==> config.mk <==
export PLATFORM = sky130hd
export DESIGN_NAME = pinballTop
export DESIGN_NICKNAME = d
export VERILOG_FILES = /design/src/verilog/gamePkg.sv /design/src/verilog/frameTiming.sv /design/src/verilog/ballDrawer.sv /design/src/verilog/ballController.sv /design/src/verilog/playfieldDrawer.sv /design/src/verilog/collisionArbiter.sv /design/src/verilog/pinballTop.sv
export SDC_FILE = /design/constraint.sdc
export NUM_CORES = 1
export LEC_CHECK = 0
export ABC_AREA = 1
export BUFFER_PORTS_ARGS = -buffer_cell sky130_fd_sc_hd__buf_2
export CAP_MARGIN = 20
export CORE_MARGIN = 8
export CORE_UTILIZATION = 55
export CTS_BUF_LIST = sky130_fd_sc_hd__clkbuf_8
export CTS_CLUSTER_SIZE = 25
export DETAILED_ROUTE_END_ITERATION = 10
export HOLD_SLACK_MARGIN = 0.06
export PLACE_DENSITY = 0.82
export SYNTH_ARGS = -nofsm -noshare
export SYNTH_HDL_FRONTEND = slang
export SYNTH_HIERARCHICAL = 1
export SYNTH_SLANG_ARGS = --single-unit
==> constraint.sdc <==
create_clock -name clk -period 3.9 [get_ports clk]
set_clock_uncertainty 0.05 [all_clocks]
set_input_delay 0.195 -clock clk [delete_from_list [all_inputs] [get_ports clk]]
set_output_delay 0.195 -clock clk [all_outputs]
set_load 0.01 [all_outputs]
==> src/verilog/gamePkg.sv <==
package gamePkg;

	// ###################################################################
	// vector types.
	// ###################################################################

	// screen coordinate in whole pixels.
	typedef logic signed [10:0] coordT;

	// position with 6 fraction bits.
	typedef logic signed [17:0] fixedT;

	// speed in 1/64 pixel per frame.
	typedef logic signed [11:0] speedT;

	// set of touched ball edges, left top right bottom.
	typedef logic [3:0] edgeCodeT;

	typedef logic [7:0] colorT;

	// ###################################################################
	// motion constants.
	// ###################################################################

	localparam int fracBits = 6;
	localparam int gravity = 1;
	localparam int maxYSpeed = 230;
	localparam int velocityLoss = 10;

	localparam int ballSize = 8;
	localparam int flipperWidth = 16;
	localparam int flipperHeight = 2;

	// bit positions inside edgeCodeT.
	localparam int edgeLeft = 3;
	localparam int edgeTop = 2;
	localparam int edgeRight = 1;
	localparam int edgeBottom = 0;

	// ###################################################################
	// colour codes, 3-3-2 rgb.
	// ###################################################################

	localparam colorT colorBackground = 8'h00;
	localparam colorT colorBorder = 8'hFF;
	localparam colorT colorFlipper = 8'h1C;

	// ball i takes entry i mod 4.
	localparam colorT ballColors [4] = '{8'hE0, 8'h03, 8'hFC, 8'hE3};

endpackage

==> src/verilog/frameTiming.sv <==
`timescale 1ns/1ns

module frameTiming #(
	parameter int screenWidth = 640,
	parameter int screenHeight = 480,
	parameter int blankLines = 45
) (
	input logic clk,
	input logic resetN,
	output gamePkg::coordT pixelX,
	output gamePkg::coordT pixelY,
	output logic visible,
	output logic startOfFrame
);
	import gamePkg::*;

	localparam coordT lastColumn = coordT'(screenWidth - 1);
	localparam coordT lastLine = coordT'(screenHeight + blankLines - 1);
	localparam coordT firstBlankLine = coordT'(screenHeight);

	// column and line counters, free running.
	always_ff @(posedge clk or negedge resetN) begin
		if (!resetN) begin
			pixelX <= '0;
			pixelY <= '0;
		end else begin
			if (pixelX == lastColumn) begin
				pixelX <= '0;
				if (pixelY == lastLine) begin
					pixelY <= '0;
				end else begin
					pixelY <= pixelY + coordT'(1);
				end
			end else begin
				pixelX <= pixelX + coordT'(1);
			end
		end
	end

	// lines at and below screenHeight form the blanking interval.
	assign visible = (pixelY < firstBlankLine);

	// frame boundary at the first pixel of the first blanking line.
	assign startOfFrame = (pixelX == coordT'(0)) && (pixelY == firstBlankLine);

endmodule

==> src/verilog/ballDrawer.sv <==
`timescale 1ns/1ns

module ballDrawer (
	input gamePkg::coordT pixelX,
	input gamePkg::coordT pixelY,
	input gamePkg::coordT topLeftX,
	input gamePkg::coordT topLeftY,
	input logic visible,
	output logic ballHit,
	output gamePkg::edgeCodeT ballEdges
);
	import gamePkg::*;

	// one bit wider so that a ball far off screen does not wrap.
	logic signed [11:0] offsetX;
	logic signed [11:0] offsetY;
	logic insideX;
	logic insideY;

	assign offsetX = pixelX - topLeftX;
	assign offsetY = pixelY - topLeftY;

	assign insideX = (offsetX >= 0) && (offsetX < ballSize);
	assign insideY = (offsetY >= 0) && (offsetY < ballSize);

	assign ballHit = visible && insideX && insideY;

	// a corner pixel reports two edges.
	always_comb begin
		ballEdges = '0;
		if (ballHit) begin
			ballEdges[edgeLeft] = (offsetX == 0);
			ballEdges[edgeTop] = (offsetY == 0);
			ballEdges[edgeRight] = (offsetX == ballSize - 1);
			ballEdges[edgeBottom] = (offsetY == ballSize - 1);
		end
	end

endmodule

==> src/verilog/ballController.sv <==
`timescale 1ns/1ns

module ballController #(
	parameter int screenWidth = 640,
	parameter int screenHeight = 480,
	parameter int initialX = 100,
	parameter int initialY = 50,
	parameter int initialXSpeed = 40,
	parameter int initialYSpeed = 0
) (
	input logic clk,
	input logic resetN,
	input logic startOfFrame,
	input logic flipperBounce,
	input gamePkg::edgeCodeT hitEdges,
	output gamePkg::coordT topLeftX,
	output gamePkg::coordT topLeftY
);
	import gamePkg::*;

	// start position kept inside the screen.
	localparam int limitX = screenWidth - 1 - ballSize;
	localparam int limitY = screenHeight - 1 - ballSize;
	localparam int startX = (initialX > limitX) ? limitX : initialX;
	localparam int startY = (initialY > limitY) ? limitY : initialY;
	localparam fixedT resetX = fixedT'(startX << fracBits);
	localparam fixedT resetY = fixedT'(startY << fracBits);

	fixedT posX;
	fixedT posY;
	speedT xSpeed;
	speedT ySpeed;
	speedT xSpeedBounce;
	speedT ySpeedBounce;
	speedT ySpeedNext;
	logic floorHit;

	assign floorHit = hitEdges[edgeBottom] || flipperBounce;

	// ###################################################################
	// bounces from last frame's collisions.
	// ###################################################################

	always_comb begin
		xSpeedBounce = xSpeed;
		if (hitEdges[edgeLeft] && (xSpeed < 0)) begin
			xSpeedBounce = -xSpeed;
		end else if (hitEdges[edgeRight] && (xSpeed > 0)) begin
			xSpeedBounce = -xSpeed;
		end
	end

	always_comb begin
		ySpeedBounce = ySpeed;
		if (hitEdges[edgeTop] && (ySpeed < 0)) begin
			ySpeedBounce = -ySpeed;
		end else if (floorHit && (ySpeed > 0)) begin
			// a slow ball comes to rest.
			if (ySpeed <= speedT'(velocityLoss)) begin
				ySpeedBounce = '0;
			end else begin
				ySpeedBounce = speedT'(velocityLoss) - ySpeed;
			end
		end
	end

	// gravity up to the speed cap.
	assign ySpeedNext = (ySpeedBounce < speedT'(maxYSpeed)) ?
		ySpeedBounce + speedT'(gravity) : ySpeedBounce;

	always_ff @(posedge clk or negedge resetN) begin
		if (!resetN) begin
			posX <= resetX;
			posY <= resetY;
			xSpeed <= speedT'(initialXSpeed);
			ySpeed <= speedT'(initialYSpeed);
		end else if (startOfFrame) begin
			posX <= posX + fixedT'(xSpeedBounce);
			posY <= posY + fixedT'(ySpeedBounce);
			xSpeed <= xSpeedBounce;
			ySpeed <= ySpeedNext;
		end
	end

	assign topLeftX = coordT'(posX >>> fracBits);
	assign topLeftY = coordT'(posY >>> fracBits);

endmodule

==> src/verilog/playfieldDrawer.sv <==
`timescale 1ns/1ns

module playfieldDrawer #(
	parameter int screenWidth = 640,
	parameter int screenHeight = 480,
	parameter int flipperY = 440
) (
	input logic clk,
	input logic resetN,
	input logic startOfFrame,
	input logic moveLeft,
	input logic moveRight,
	input logic visible,
	input gamePkg::coordT pixelX,
	input gamePkg::coordT pixelY,
	output logic borderHit,
	output logic flipperHit
);
	import gamePkg::*;

	localparam coordT minFlipperX = coordT'(1);
	localparam coordT maxFlipperX = coordT'(screenWidth - 1 - flipperWidth);
	localparam coordT centreX = coordT'((screenWidth - flipperWidth) / 2);
	localparam coordT lastColumn = coordT'(screenWidth - 1);
	localparam coordT lastLine = coordT'(screenHeight - 1);
	localparam coordT flipperTop = coordT'(flipperY);

	coordT flipperX;

	// one pixel per frame, pressing both buttons holds the flipper.
	always_ff @(posedge clk or negedge resetN) begin
		if (!resetN) begin
			flipperX <= centreX;
		end else if (startOfFrame) begin
			if (moveLeft && !moveRight && (flipperX > minFlipperX)) begin
				flipperX <= flipperX - coordT'(1);
			end else if (moveRight && !moveLeft && (flipperX < maxFlipperX)) begin
				flipperX <= flipperX + coordT'(1);
			end
		end
	end

	assign borderHit = visible && ((pixelX == coordT'(0)) || (pixelX == lastColumn) ||
		(pixelY == coordT'(0)) || (pixelY == lastLine));

	assign flipperHit = visible &&
		(pixelX >= flipperX) && (pixelX < flipperX + coordT'(flipperWidth)) &&
		(pixelY >= flipperTop) && (pixelY < flipperTop + coordT'(flipperHeight));

endmodule

==> src/verilog/collisionArbiter.sv <==
`timescale 1ns/1ns

module collisionArbiter #(
	parameter int numBalls = 2
) (
	input logic clk,
	input logic resetN,
	input logic startOfFrame,
	input logic visible,
	input logic borderHit,
	input logic flipperHit,
	input gamePkg::coordT pixelX,
	input gamePkg::coordT pixelY,
	input logic [numBalls-1:0] ballHits,
	input gamePkg::edgeCodeT [numBalls-1:0] ballEdgeCodes,
	output gamePkg::edgeCodeT [numBalls-1:0] hitEdges,
	output logic [numBalls-1:0] flipperBounce,
	output gamePkg::coordT pixelOutX,
	output gamePkg::coordT pixelOutY,
	output gamePkg::colorT rgb,
	output logic pixelValid
);
	import gamePkg::*;

	logic [numBalls-1:0] borderTouch;
	logic [numBalls-1:0] flipperTouch;
	colorT pixelColor;

	// ###################################################################
	// per-frame collision sets.
	// ###################################################################

	// only the ball's bottom edge counts on the flipper.
	always_comb begin
		for (int i = 0; i < numBalls; i++) begin
			borderTouch[i] = visible && ballHits[i] && borderHit;
			flipperTouch[i] = visible && ballHits[i] && flipperHit &&
				ballEdgeCodes[i][edgeBottom];
		end
	end

	// the controllers sample the sets on the same startOfFrame edge.
	always_ff @(posedge clk or negedge resetN) begin
		if (!resetN) begin
			hitEdges <= '0;
			flipperBounce <= '0;
		end else if (startOfFrame) begin
			hitEdges <= '0;
			flipperBounce <= '0;
		end else begin
			for (int i = 0; i < numBalls; i++) begin
				if (borderTouch[i]) begin
					hitEdges[i] <= hitEdges[i] | ballEdgeCodes[i];
				end
				if (flipperTouch[i]) begin
					flipperBounce[i] <= 1'b1;
				end
			end
		end
	end

	// ###################################################################
	// colour priority and output register.
	// ###################################################################

	// walk down so that the lowest index ball wins.
	always_comb begin
		pixelColor = colorBackground;
		if (borderHit) begin
			pixelColor = colorBorder;
		end
		if (flipperHit) begin
			pixelColor = colorFlipper;
		end
		for (int i = numBalls - 1; i >= 0; i--) begin
			if (ballHits[i]) begin
				pixelColor = ballColors[i % 4];
			end
		end
	end

	always_ff @(posedge clk or negedge resetN) begin
		if (!resetN) begin
			pixelValid <= 1'b0;
		end else begin
			pixelValid <= visible;
		end
	end

	always_ff @(posedge clk) begin
		pixelOutX <= pixelX;
		pixelOutY <= pixelY;
		rgb <= pixelColor;
	end

endmodule

==> src/verilog/pinballTop.sv <==
`timescale 1ns/1ns

module pinballTop #(
	parameter int numBalls = 2,
	parameter int screenWidth = 640,
	parameter int screenHeight = 480,
	parameter int blankLines = 45,
	parameter int ballStartX = 100,
	parameter int ballStartY = 50,
	parameter int ballSpacing = 120,
	parameter int startXSpeed = 40,
	parameter int startYSpeed = 0,
	parameter int flipperY = 440
) (
	input logic clk,
	input logic resetN,
	input logic moveLeft,
	input logic moveRight,
	output gamePkg::coordT pixelOutX,
	output gamePkg::coordT pixelOutY,
	output gamePkg::colorT rgb,
	output logic pixelValid
);
	import gamePkg::*;

	coordT pixelX;
	coordT pixelY;
	logic visible;
	logic startOfFrame;
	logic borderHit;
	logic flipperHit;
	logic [numBalls-1:0] ballHits;
	edgeCodeT [numBalls-1:0] ballEdgeCodes;
	edgeCodeT [numBalls-1:0] hitEdges;
	logic [numBalls-1:0] flipperBounce;

	frameTiming #(
		.screenWidth(screenWidth),
		.screenHeight(screenHeight),
		.blankLines(blankLines)
	) i_frameTiming (
		.clk(clk),
		.resetN(resetN),
		.pixelX(pixelX),
		.pixelY(pixelY),
		.visible(visible),
		.startOfFrame(startOfFrame)
	);

	playfieldDrawer #(
		.screenWidth(screenWidth),
		.screenHeight(screenHeight),
		.flipperY(flipperY)
	) i_playfieldDrawer (
		.clk(clk),
		.resetN(resetN),
		.startOfFrame(startOfFrame),
		.moveLeft(moveLeft),
		.moveRight(moveRight),
		.visible(visible),
		.pixelX(pixelX),
		.pixelY(pixelY),
		.borderHit(borderHit),
		.flipperHit(flipperHit)
	);

	// ###################################################################
	// one controller and drawer per ball.
	// ###################################################################

	// odd balls start moving to the left.
	for (genvar i = 0; i < numBalls; i++) begin : gBall
		coordT topLeftX;
		coordT topLeftY;

		ballController #(
			.screenWidth(screenWidth),
			.screenHeight(screenHeight),
			.initialX(ballStartX + i * ballSpacing),
			.initialY(ballStartY),
			.initialXSpeed((i % 2 == 0) ? startXSpeed : -startXSpeed),
			.initialYSpeed(startYSpeed)
		) i_ballController (
			.clk(clk),
			.resetN(resetN),
			.startOfFrame(startOfFrame),
			.flipperBounce(flipperBounce[i]),
			.hitEdges(hitEdges[i]),
			.topLeftX(topLeftX),
			.topLeftY(topLeftY)
		);

		ballDrawer i_ballDrawer (
			.pixelX(pixelX),
			.pixelY(pixelY),
			.topLeftX(topLeftX),
			.topLeftY(topLeftY),
			.visible(visible),
			.ballHit(ballHits[i]),
			.ballEdges(ballEdgeCodes[i])
		);
	end

	collisionArbiter #(
		.numBalls(numBalls)
	) i_collisionArbiter (
		.clk(clk),
		.resetN(resetN),
		.startOfFrame(startOfFrame),
		.visible(visible),
		.borderHit(borderHit),
		.flipperHit(flipperHit),
		.pixelX(pixelX),
		.pixelY(pixelY),
		.ballHits(ballHits),
		.ballEdgeCodes(ballEdgeCodes),
		.hitEdges(hitEdges),
		.flipperBounce(flipperBounce),
		.pixelOutX(pixelOutX),
		.pixelOutY(pixelOutY),
		.rgb(rgb),
		.pixelValid(pixelValid)
	);

endmodule

==> summary.md <==
| Metric | Value |
|---|---|
| Initial detailed-routing violation count | `between 1k and 1.5k` |
| Post-synth EDFFs | `0` |
| Min Tclk post-route | `3620 ps` |
| PD cells | `180 nW/um^2` |
| WP data required | `4270 ps` |
| IO Pins | `35` |
| Num Clock Sinks | `175` |
| Distinct cells, synth | `50` |
| Critical path start-end classification | `reg -> reg` |
| Mapped Cells | `about 2.6k` |
| Syn Area/Cell | `6.52 um^2` |
| Reg2reg start | `gBall[1].i_ballController/ySpeed[1]` |
| Ys flop type | `dfrtp_1` |
| Fin nets | `~2.7k` |
| Leakage Power | `around 9.5 nW` |
| Vias per Instance | `roughly 5.4` |
| Clk_lat worst skew | `about 500 ps` |
| Period utilization | `0.927` |
| Die Span Y | `190 um` |
| Htree depth | `4` |
| Syn Std Cell Area | `16,600 um^2` |
| Max-cap check violation count | `0` |
| Hold path start | `moveLeft` |
| Worst hold path type | `in -> reg` |
| Worst path cell trace | `inv_1 > ha_1 > nand2_2 > nor2_4 > nand3_4 > nand2_4 > nor2_4 > nor2_1 > nand2_1 > inv_2 > ha_1 > a21oi_1 > nand2_1 > nand2_1 > nand2_1 > nand2_1 > nand2_1 > nand3_1 > nand2_1 > a21oi_1 > o21bai_1 > or2_2 > a31oi_1` |
| Initial Util | `0.560` |
| Critical path's top delay family | `simple AND/OR/NAND/NOR gates` |
| Synth-to-Final Area Change | `3.66%` |
| Hold path depth | `6` |
| WP data arrival | `3990 ps` |
| Post-synth ARST share | `0.857` |
| Vias post-DR | `between 15k and 20k` |
| Placer Congestion | `about 0.9` |
| CTS clk-pin slew, worst paths | `110 ps` |
| Final setup fails | `0` |
| Setup TNS | `0 ps` |
| Top Metal Used | `met4` |
| Routed WL | `approximately 40,000 um` |
| WHS Endpoint | `i_playfieldDrawer/flipperX[5]` |
| Layout cells sized above 1 | `0.101` |
| CTS root buf | `clkbuf_8` |
| Final setup margin | `between 200 and 300 ps` |
| Fin. Hold Viols | `0` |
| Longest Clk Path Bufs | `2` |
| Register area share after synthesis | `0.258` |
| Synth area leader | `dfrtp_1` |
| DP HPWL | `between 30,000 and 40,000 um` |
| Worst flop-to-flop path endpoint | `gBall[1].i_ballController/posY[15]` |
| Core Region | `roughly 30,000 um^2` |
| CTS tree | `yes` |
| Max frequency | `0.277 GHz` |
| Die Wd | `about 190 um` |
| First-pass detailed-route iteration total | `5` |
| Final Slew Violations | `0` |
| Post-route ant nets | `0` |
| Finished Layout Cells | `approximately 2.9k` |
| DRT met1 WL | `approximately 18,000 um` |
| IO buf count | `34` |
| RSZ-0062 raised after global routing | `false` |
| Largest net degree at the start of global routing | `88` |
| CP Max Fanout | `14` |
| Met3 WL post-DR | `2150 um` |
| CP max-delay cell | `dfrtp_1` |
| # diodes | `0` |
| Worst Reg-to-Reg Cells | `23` |
| R2R Setup Slk | `~280 ps` |
| DRC | `0` |
| Worst slew pin tran | `845 ps` |
| Critical path's largest stage delay | `roughly 460 ps` |
| Dpl cells | `2,900` |
| Dpl ws | `221 ps` |
| Initial antenna violation count | `0` |
| Post-synth top area share | `0.184` |
| Synthesis Warnings | `6` |
| Num CTS Buffers | `17` |
| Vias in the first global route | `approximately 15k` |
| Remaining global-route overflow | `0` |
| Max-slew headroom | `0.436` |
| Crit-path most repeated cell | `nand2_1` |
| Peak supply drop | `between 0.15 and 0.2 mV` |
| Die area | `between 30,000 and 40,000 um^2` |
| Row cnt | `63` |
| Drt wl/cell | `approximately 14 um` |
| Total track usage | `0.224` |
| Outcome | `complete, no violations` |
| Synth Register Bits | `175` |
| Startpoint class of the critical path | `flop` |
| First-pass GRT wire length | `about 70,000 um` |
| CP endpoint kind | `flop` |
| WL met2 | `about 19,000 um` |
| Area contributors post-synth | `dfrtp_1, nand2_1, ha_1` |
| Worst Path Buf+Inv | `2` |
==> power by group <==
group          internal, W  switching, W
logic           0.00000622     0.0000359
clock network     0.000481      0.000763
registers          0.00181             0
total              0.00230      0.000799
==> worst register-to-register path, cell delays in order (launching register included) <==
cell	delay [ps]
dfrtp_1	460
inv_1	100
ha_1	220
nand2_2	110
nor2_4	60
nand3_4	190
nand2_4	110
nor2_4	280
nor2_1	70
nand2_1	100
inv_2	60
ha_1	320
a21oi_1	150
nand2_1	80
nand2_1	80
nand2_1	50
nand2_1	50
nand2_1	100
nand3_1	90
nand2_1	100
a21oi_1	190
o21bai_1	100
or2_2	280
a31oi_1	130
==> cells in the final DEF, fill, tap and decap left out, types with 9 or more instances in the layout <==
cell and instances:
nand4_1 33, nor2_4 17, a31oi_1 19, inv_1 353
dfxtp_1 25, nor2_2 22, nor2_1 190, nand3b_1 11
clkbuf_8 18, dfrtp_1 122, a21oi_1 104, buf_4 25
inv_2 30, ha_1 145, nor3_1 36, nand2_2 22
o21ai_0 111, dfstp_2 28, nand2_4 9, xor2_1 50
nand2_1 788, buf_2 33, nand3_1 212, o21ai_1 13
o21bai_1 11, xnor2_1 25, or2_2 12
==> Yosys cell counts (7+ instances only) <==
master      n
a21o_1      8
a21oi_1   105
a31oi_1    19
buf_2       7
buf_4      55
buf_6       9
clkbuf_1   26
dfrtp_1   122
dfstp_2    28
dfxtp_1    25
ha_1      145
inv_1     353
inv_2      29
nand2_1   789
nand2_2    21
nand2_4     9
nand3_1   212
nand3b_1   11
nand4_1    33
nor2_1    194
nor2_2     21
nor2_4     14
nor3_1     36
o21ai_0   116
o21ai_1     8
o21bai_1   11
or2_2      12
xnor2_1    25
xor2_1     50
==> registers in the layout, indices dropped and copies added, names as in the netlist <==
register and cells:
gBall.i_ballController/posX 30, gBall.i_ballController/posY 34, gBall.i_ballController/xSpeed 18, gBall.i_ballController/ySpeed 24, i_collisionArbiter/flipperBounce 2, i_collisionArbiter/hitEdges 8, i_collisionArbiter/pixelOutX 11, i_collisionArbiter/pixelOutY 11
i_collisionArbiter/pixelValid 1, i_collisionArbiter/rgb 3, i_frameTiming/pixelX 11, i_frameTiming/pixelY 11, i_playfieldDrawer/flipperX 11
==> what timing repair did <==
| item | 4_1_cts | 5_1_grt |
|---|---|---|
| resized for setup | 0 | 15 |
| endpoints found under the hold margin | 67 | 0 |
| buffers inserted | 0 | 5 |
| endpoints found under the setup margin | 0 | 15 |
| hold buffers | 1 | 0 |
==> layer usage <==
layer  vias up  GRT usage
met5         -          0
met4         0     0.0854
met3        84     0.0313
met2       445      0.378
met1      7195      0.286
li1       8023          -
==> cell type report <==
cell class / count / area, um^2
Clock buffer: 18 / 248
Fill cell: 2792 / 12500
Multi-Input combinational cell: 1892 / 10300
Sequential cell: 175 / 4290
Inverter: 389 / 1470
Clock inverter: 14 / 121
Timing Repair Buffer: 60 / 374
Tap cell: 390 / 488
==> worst max path at each step <==
| stage | startpoint | end | slack [ps] | depth (start not counted) |
|---|---|---|---|---|
| 2_1_floorplan | gBall[0].i_ballController/ySpeed[0] | gBall[0].i_ballController/posY[16] | 780 | 21 |
| 3_5_place_dp | gBall[1].i_ballController/ySpeed[1] | gBall[1].i_ballController/posY[15] | 220 | 23 |
| 6_report | gBall[1].i_ballController/ySpeed[1] | gBall[1].i_ballController/posY[15] | 280 | 23 |
| 3_3_place_gp | gBall[1].i_ballController/xSpeed[5] | gBall[1].i_ballController/posX[14] | 320 | 22 |
| 4_1_cts | gBall[1].i_ballController/ySpeed[1] | gBall[1].i_ballController/posY[15] | 200 | 23 |
| 5_1_grt | gBall[0].i_ballController/xSpeed[4] | gBall[0].i_ballController/posX[14] | 2 | 23 |
==> cells by family (layout without fill, tap and decap cells) <==
| group | count (synthesis) | after routing | share of synthesized area |
|---|---|---|---|
| AO/OA/AOI/OAI | 290 | 290 | 0.0958 |
| XOR/XNOR | 75 | 75 | 0.0395 |
| adder cells (fa/ha/maj) | 151 | 151 | 0.116 |
| buffers and inverters | 487 | 481 | 0.128 |
| flip-flops | 175 | 175 | 0.258 |
| other | 2 | 4 | 0.000451 |
| AND/OR/NAND/NOR | 1372 | 1372 | 0.362 |
==> stage by stage <==
stage | util | area (um^2) | hold slack [ps] | total power (W)
5_1_grt | 0.580 | 17200 | 193 | 0.00321
3_5_place_dp | 0.566 | 16800 | 270 | 0.00189
4_1_cts | 0.578 | 17200 | 143 | 0.00315
3_3_place_gp | 0.566 | 16800 | 262 | 0.00189
2_1_floorplan | - | 16600 | -151 | 0.00185
6_report | 0.580 | 17200 | 151 | 0.00310
(Power assumes the default switching activity.)
